==> config.mk <==
export PLATFORM = sky130hd
export DESIGN_NAME = ahb_addr_decoder
export DESIGN_NICKNAME = d
export VERILOG_FILES = /design/src/rtl/cpu_subsys_pkg.sv /design/src/rtl/ahb_addr_decoder.sv
export VERILOG_INCLUDE_DIRS = /design/src /design/src/rtl
export SDC_FILE = /design/constraint.sdc
export NUM_CORES = 1
export LEC_CHECK = 0
export BUFFER_PORTS_ARGS = -buffer_cell sky130_fd_sc_hd__buf_2
export CORE_MARGIN = 5
export CORE_UTILIZATION = 20
export DETAILED_ROUTE_END_ITERATION = 16
export GPL_TIMING_DRIVEN = 0
export HOLD_SLACK_MARGIN = 0.02
export PLACE_DENSITY_LB_ADDON = 0.12
export SLEW_MARGIN = 15
export SYNTH_ARGS = -nofsm -noshare
export SYNTH_HDL_FRONTEND = slang
export SYNTH_SLANG_ARGS = --single-unit
==> constraint.sdc <==
create_clock -name hclk -period 1.5 [get_ports hclk]
set_input_delay 0 -clock hclk [delete_from_list [all_inputs] [get_ports hclk]]
set_output_delay 0 -clock hclk [all_outputs]
set_load 0.05 [all_outputs]
==> src/rtl/cpu_subsys_defines.svh <==
// address map and sizing constants for the CPU subsystem, included by RTL and testbench
`ifndef CPU_SUBSYS_DEFINES_SVH
`define CPU_SUBSYS_DEFINES_SVH

// haddr[31:16] value that maps to the boot ROM
`define ROM_ADDR_TAG 16'hFFFF

// ROM word address width, 16384 x 32 = 64 KB
`define ROM_AW 14

// number of ROM words
`define ROM_WORDS (1 << `ROM_AW)

// external interrupt sources, int_src[IRQ_NUM:1]
`define IRQ_NUM 30

// flops in each synchronizer chain
`define SYNC_STAGES 2

`endif

==> src/rtl/cpu_subsys_pkg.sv <==
// shared AHB and slave-select enums, imported by the bus-side RTL and the testbench
`default_nettype none

package cpu_subsys_pkg;

    // AHB transfer type, encoded as on the htrans wires
    typedef enum logic [1:0] {
        TRANS_IDLE   = 2'b00,
        TRANS_BUSY   = 2'b01,
        TRANS_NONSEQ = 2'b10,
        TRANS_SEQ    = 2'b11
    } htrans_e;

    // AHB response, full 2-bit encoding kept on the upstream port
    typedef enum logic [1:0] {
        RESP_OKAY  = 2'b00,
        RESP_ERROR = 2'b01,
        RESP_RETRY = 2'b10,
        RESP_SPLIT = 2'b11
    } hresp_e;

    // which slave owns the current data phase
    typedef enum logic [1:0] {
        SEL_NONE = 2'b00,
        SEL_ROM  = 2'b01,
        SEL_EXT  = 2'b10
    } slave_sel_e;

endpackage

`default_nettype wire

==> src/rtl/ahb_addr_decoder.sv <==
// address decode for the upstream AHB port, tracks the data-phase owner and muxes the response
`timescale 1ns/1ps
`default_nettype none
`include "cpu_subsys_defines.svh"

module ahb_addr_decoder
    import cpu_subsys_pkg::*;
(
    input  logic        hclk,
    input  logic        hresetn,
    input  logic [31:0] haddr,
    input  htrans_e     htrans,
    output logic        rom_sel,
    output logic        hsel,
    input  logic        rom_hreadyout,
    input  hresp_e      rom_hresp,
    input  logic [31:0] rom_rdata,
    input  logic        ext_hready,
    input  hresp_e      ext_hresp,
    input  logic [31:0] ext_hrdata,
    output logic        us_hready,
    output hresp_e      us_hresp,
    output logic [31:0] us_hrdata
);

    slave_sel_e owner_q;
    slave_sel_e sel_nxt;
    logic       active;

    assign active  = (htrans == TRANS_NONSEQ) || (htrans == TRANS_SEQ);
    assign rom_sel = active && (haddr[31:16] == `ROM_ADDR_TAG);
    assign hsel    = active && (haddr[31:16] <  `ROM_ADDR_TAG);

    assign sel_nxt = rom_sel ? SEL_ROM : (hsel ? SEL_EXT : SEL_NONE);

    // owner advances only when the current data phase completes
    always_ff @(posedge hclk or negedge hresetn) begin
        if (!hresetn) begin
            owner_q <= SEL_NONE;
        end else if (us_hready) begin
            owner_q <= sel_nxt;
        end
    end

    always_comb begin
        case (owner_q)
            SEL_ROM: begin
                us_hready = rom_hreadyout;
                us_hresp  = rom_hresp;
                us_hrdata = rom_rdata;
            end
            SEL_EXT: begin
                us_hready = ext_hready;
                us_hresp  = ext_hresp;
                us_hrdata = ext_hrdata;
            end
            default: begin
                us_hready = 1'b1;                   // idle data phase
                us_hresp  = RESP_OKAY;
                us_hrdata = '0;
            end
        endcase
    end

    sel_exclusive: assert property (@(posedge hclk) disable iff (!hresetn)
        !(rom_sel && hsel));

    owner_holds_in_wait: assert property (@(posedge hclk) disable iff (!hresetn)
        (owner_q != $past(owner_q)) |-> $past(us_hready));

endmodule

`default_nettype wire

==> impl_metrics.py <==
metrics = {
    "run_status": {
        "status": "finished with violations",
        "violations": "negative setup slack",
    },
    "clock_tree": {
        "cts_buffer_depth": 2,
        "clk_latency_ns": 0.23,
        "root_buffer": "clkbuf_4",
        "clkSlewWorstSetupHoldPaths_ns": 0.03,
        "numCtsBuffers": 3,
        "h-tree-depth": 1,
        "cts.sinks": 2,
        "tritoncts": "built",
    },
    "hold_path": {
        "hp-class": "in -> reg",
        "min_from": "htrans[1]",
    },
    "place": {
        "io_buffers": 125,
        "dp_hpwl_um": 2860,
        "place_congestion": 0.684,
        "post-place-ws_ns": 0.000214,
    },
    "pwr": {
        "irDropWorstVdd_v": 0.000975,
        "p_leak_nw": 0.864,
        "p_per_area_nw_per_um2": 1580,
    },
    "synth": {
        "synth_cell_type_count": 16,
        "synth_ff_type": "dfrtp_1",
        "yosys.cell_count.top_type": "nor2_1",
        "syn_avg_cell_area_um2": 6.29,
        "netlist_instances": 98,
        "ys_seq_area_share_pct": 8.11,
        "yosysTopAreaCell": "a22oi_1",
        "ys_warn_count": 0,
        "ys_ff_latch": 2,
        "synthArstFlopShare_pct": 100,
        "synth_commonest_cells": "nor2_1 (35), a22oi_1 (34), buf_2 (7)",
        "synth_edf_count": 0,
        "synth_top_area_share_pct": 41.4,
        "synth_fp_nets": 206,
        "synth_area_um2": 617,
        "synth.area.top_cells": "a22oi_1 (41%), nor2_1 (21%), dfrtp_1 (8.1%)",
    },
    "critical_path": {
        "r2r-start": "owner_q[1]",
        "crit_required_ns": 1.50,
        "end_kind": "output pin",
        "cp_max_fo": 8,
        "cp.arrival_ns": 1.54,
        "crit_type": "reg -> out",
        "crit_start": "owner_q[1]",
        "crit_chain": "inv_2, ha_4, buf_8, a221o_4, buf_8",
        "cp_slowest_stage_delay_ns": 0.40,
        "cp_top_family": "flip-flops",
        "crit_slowest_cell": "dfrtp_1",
        "cpMostUsedCell": "buf_8",
        "cp_num_buf_inv": 3,
        "start_kind": "flip-flop",
    },
    "global_routing": {
        "grt_first_pass_wirelength_um": 5500,
        "grt_pass1_vias": 1248,
        "grt_overflow": 0,
        "grt_usage_pct": 15.7,
        "antenna_found_initial": 0,
        "grt_max_degree": 11,
    },
    "cells_and_area": {
        "largest_register_ffs": 2,
        "nNetsFinal": 339,
        "final_core_util_pct": 63.0,
        "fillCellCount": 268,
        "reg.largest.list": "owner_q x2",
        "drive_gt1_share_pct": 88.2,
        "area_growth_pct": 207,
        "seqCellArea_um2": 50.0,
        "top_register": "owner_q",
        "multiInputGateArea_um2": 739,
        "diodes": 0,
    },
    "timing": {
        "period_minus_slack_ns": 1.54,
        "setup_tns_ns": -0.115,
        "rsz0062_at_grt": "yes",
        "worst_slack_ns": -0.0384,
        "final_max_slew_viol_count": 0,
        "fmax_ghz": 0.650,
        "fin_crit_sh_pct": 103,
        "setup_violations": 9,
        "hold_viol": 0,
        "relSlewSlack_pct": 74.1,
        "worstMarginPinSlew_ns": 0.386,
        "skew_ns": 0.00168,
    },
    "route": {
        "drtPass1Iterations": 2,
        "totalWireLength_um": 3860,
        "antenna_left": 0,
        "vias": 1270,
        "drt_iter0_drc": 46,
        "routedWlPerCell_um": 14.7,
        "viasPerCell": 4.85,
        "drc": 0,
    },
    "floorplan": {
        "coreArea_um2": 3000,
        "start_util_pct": 20.5,
        "die_height_um": 65.5,
        "ioPinCount": 143,
        "dieWidth_um": 65.5,
        "dieArea_um2": 4290,
        "core.rowCount": 20,
    },
    "flow_run": {
        "max_cap_viol_count": 0,
    },
}
==> worst register-to-register path: stages (launching register included) <==
cell and delay, ns:
dfrtp_1 0.40, inv_2 0.07, ha_4 0.16, buf_8 0.13
a221o_4 0.39, a31o_1 0.18
==> report_power, final <==
part           switching (mW)  leakage (nW)  internal (mW)
clock network          0.0332        0.0138         0.0885
registers              0.0179        0.0260         0.0679
logic                    1.63         0.824           1.15
==> layer usage <==
layer	share of wire, %	global-route usage [%]
met1	34	16.6
met2	52	28.4
met3	14	6.50
met4	0.75	3.89
met5	0	0
==> cell families after synthesis <==
kind of cell             Yosys count  share of synthesized area (%)
flip-flops                         2                           8.11
AO/OA/AOI/OAI                     37                           45.4
adder cells (fa/ha/maj)            2                           4.06
buffers and inverters             14                           12.4
AND/OR/NAND/NOR                   43                           30.0
==> through the flow <==
step	power (mW)	hold WS (ns)	instances	cell area [µm²]
final	2.98	0.0438	262	1890
after global routing	3.16	0.0637	262	1890
after CTS	2.43	0.0382	261	1510
after detailed placement	1.98	-0.212	256	1300
after global placement	1.99	-0.211	256	1300
after floorplan	1.53	-0.296	98	634
==> worst paths after layout <==
check | end | slack [ns] | cells past startpoint
max | us_hready | -0.04 | 5
min | owner_q[0] | 0.04 | 2
max reg2reg | owner_q[0] | 0.05 | 5
min reg2reg | owner_q[1] | 0.73 | 3
max in group asynchronous | owner_q[1] | 1.31 | 2
min in group asynchronous | owner_q[0] | 0.09 | 2
==> cell usage in the layout, fill, tap and decap left out <==
cell,Yosys,final
buf_2,7,90
buf_6,2,33
a22oi_2,0,29
nor2_2,0,24
nor2_1,35,10
buf_4,0,8
buf_8,0,5
a22oi_1,34,5
nand4_1,4,4
clkbuf_4,0,3
inv_2,0,2
buf_12,0,2
ha_4,0,2
dfrtp_1,2,2
nor2_4,0,1
a221o_4,0,1
nor4_2,1,1
and2_1,1,1
nor2b_1,1,1
nand2_1,1,1
o22ai_1,1,1
a31o_1,1,1
clkbuf_16,0,1
dlygate4sd3_1,0,1
==> cell type report <==
| type | instances | share of cell area [%] |
|---|---|---|
| sequential | 2 | 2.64 |
| clock buffer | 3 | 1.19 |
| buffer | 10 | 7.07 |
| multi-input combinational | 82 | 39.1 |
| inverter | 2 | 0.397 |
| tap | 33 | 2.18 |
| timing repair buffer | 130 | 47.5 |
==> repair_timing <==
action | CTS | global route
cloned | 0 | 1
pin swaps | 2 | 15
resized for setup | 61 | 101
hold endpoints to repair | 2 | 0
buffers inserted | 1 | 2
setup endpoints to repair | 32 | 37
hold buffers | 1 | 0
Note: power is estimated with default switching activity, not from simulation.
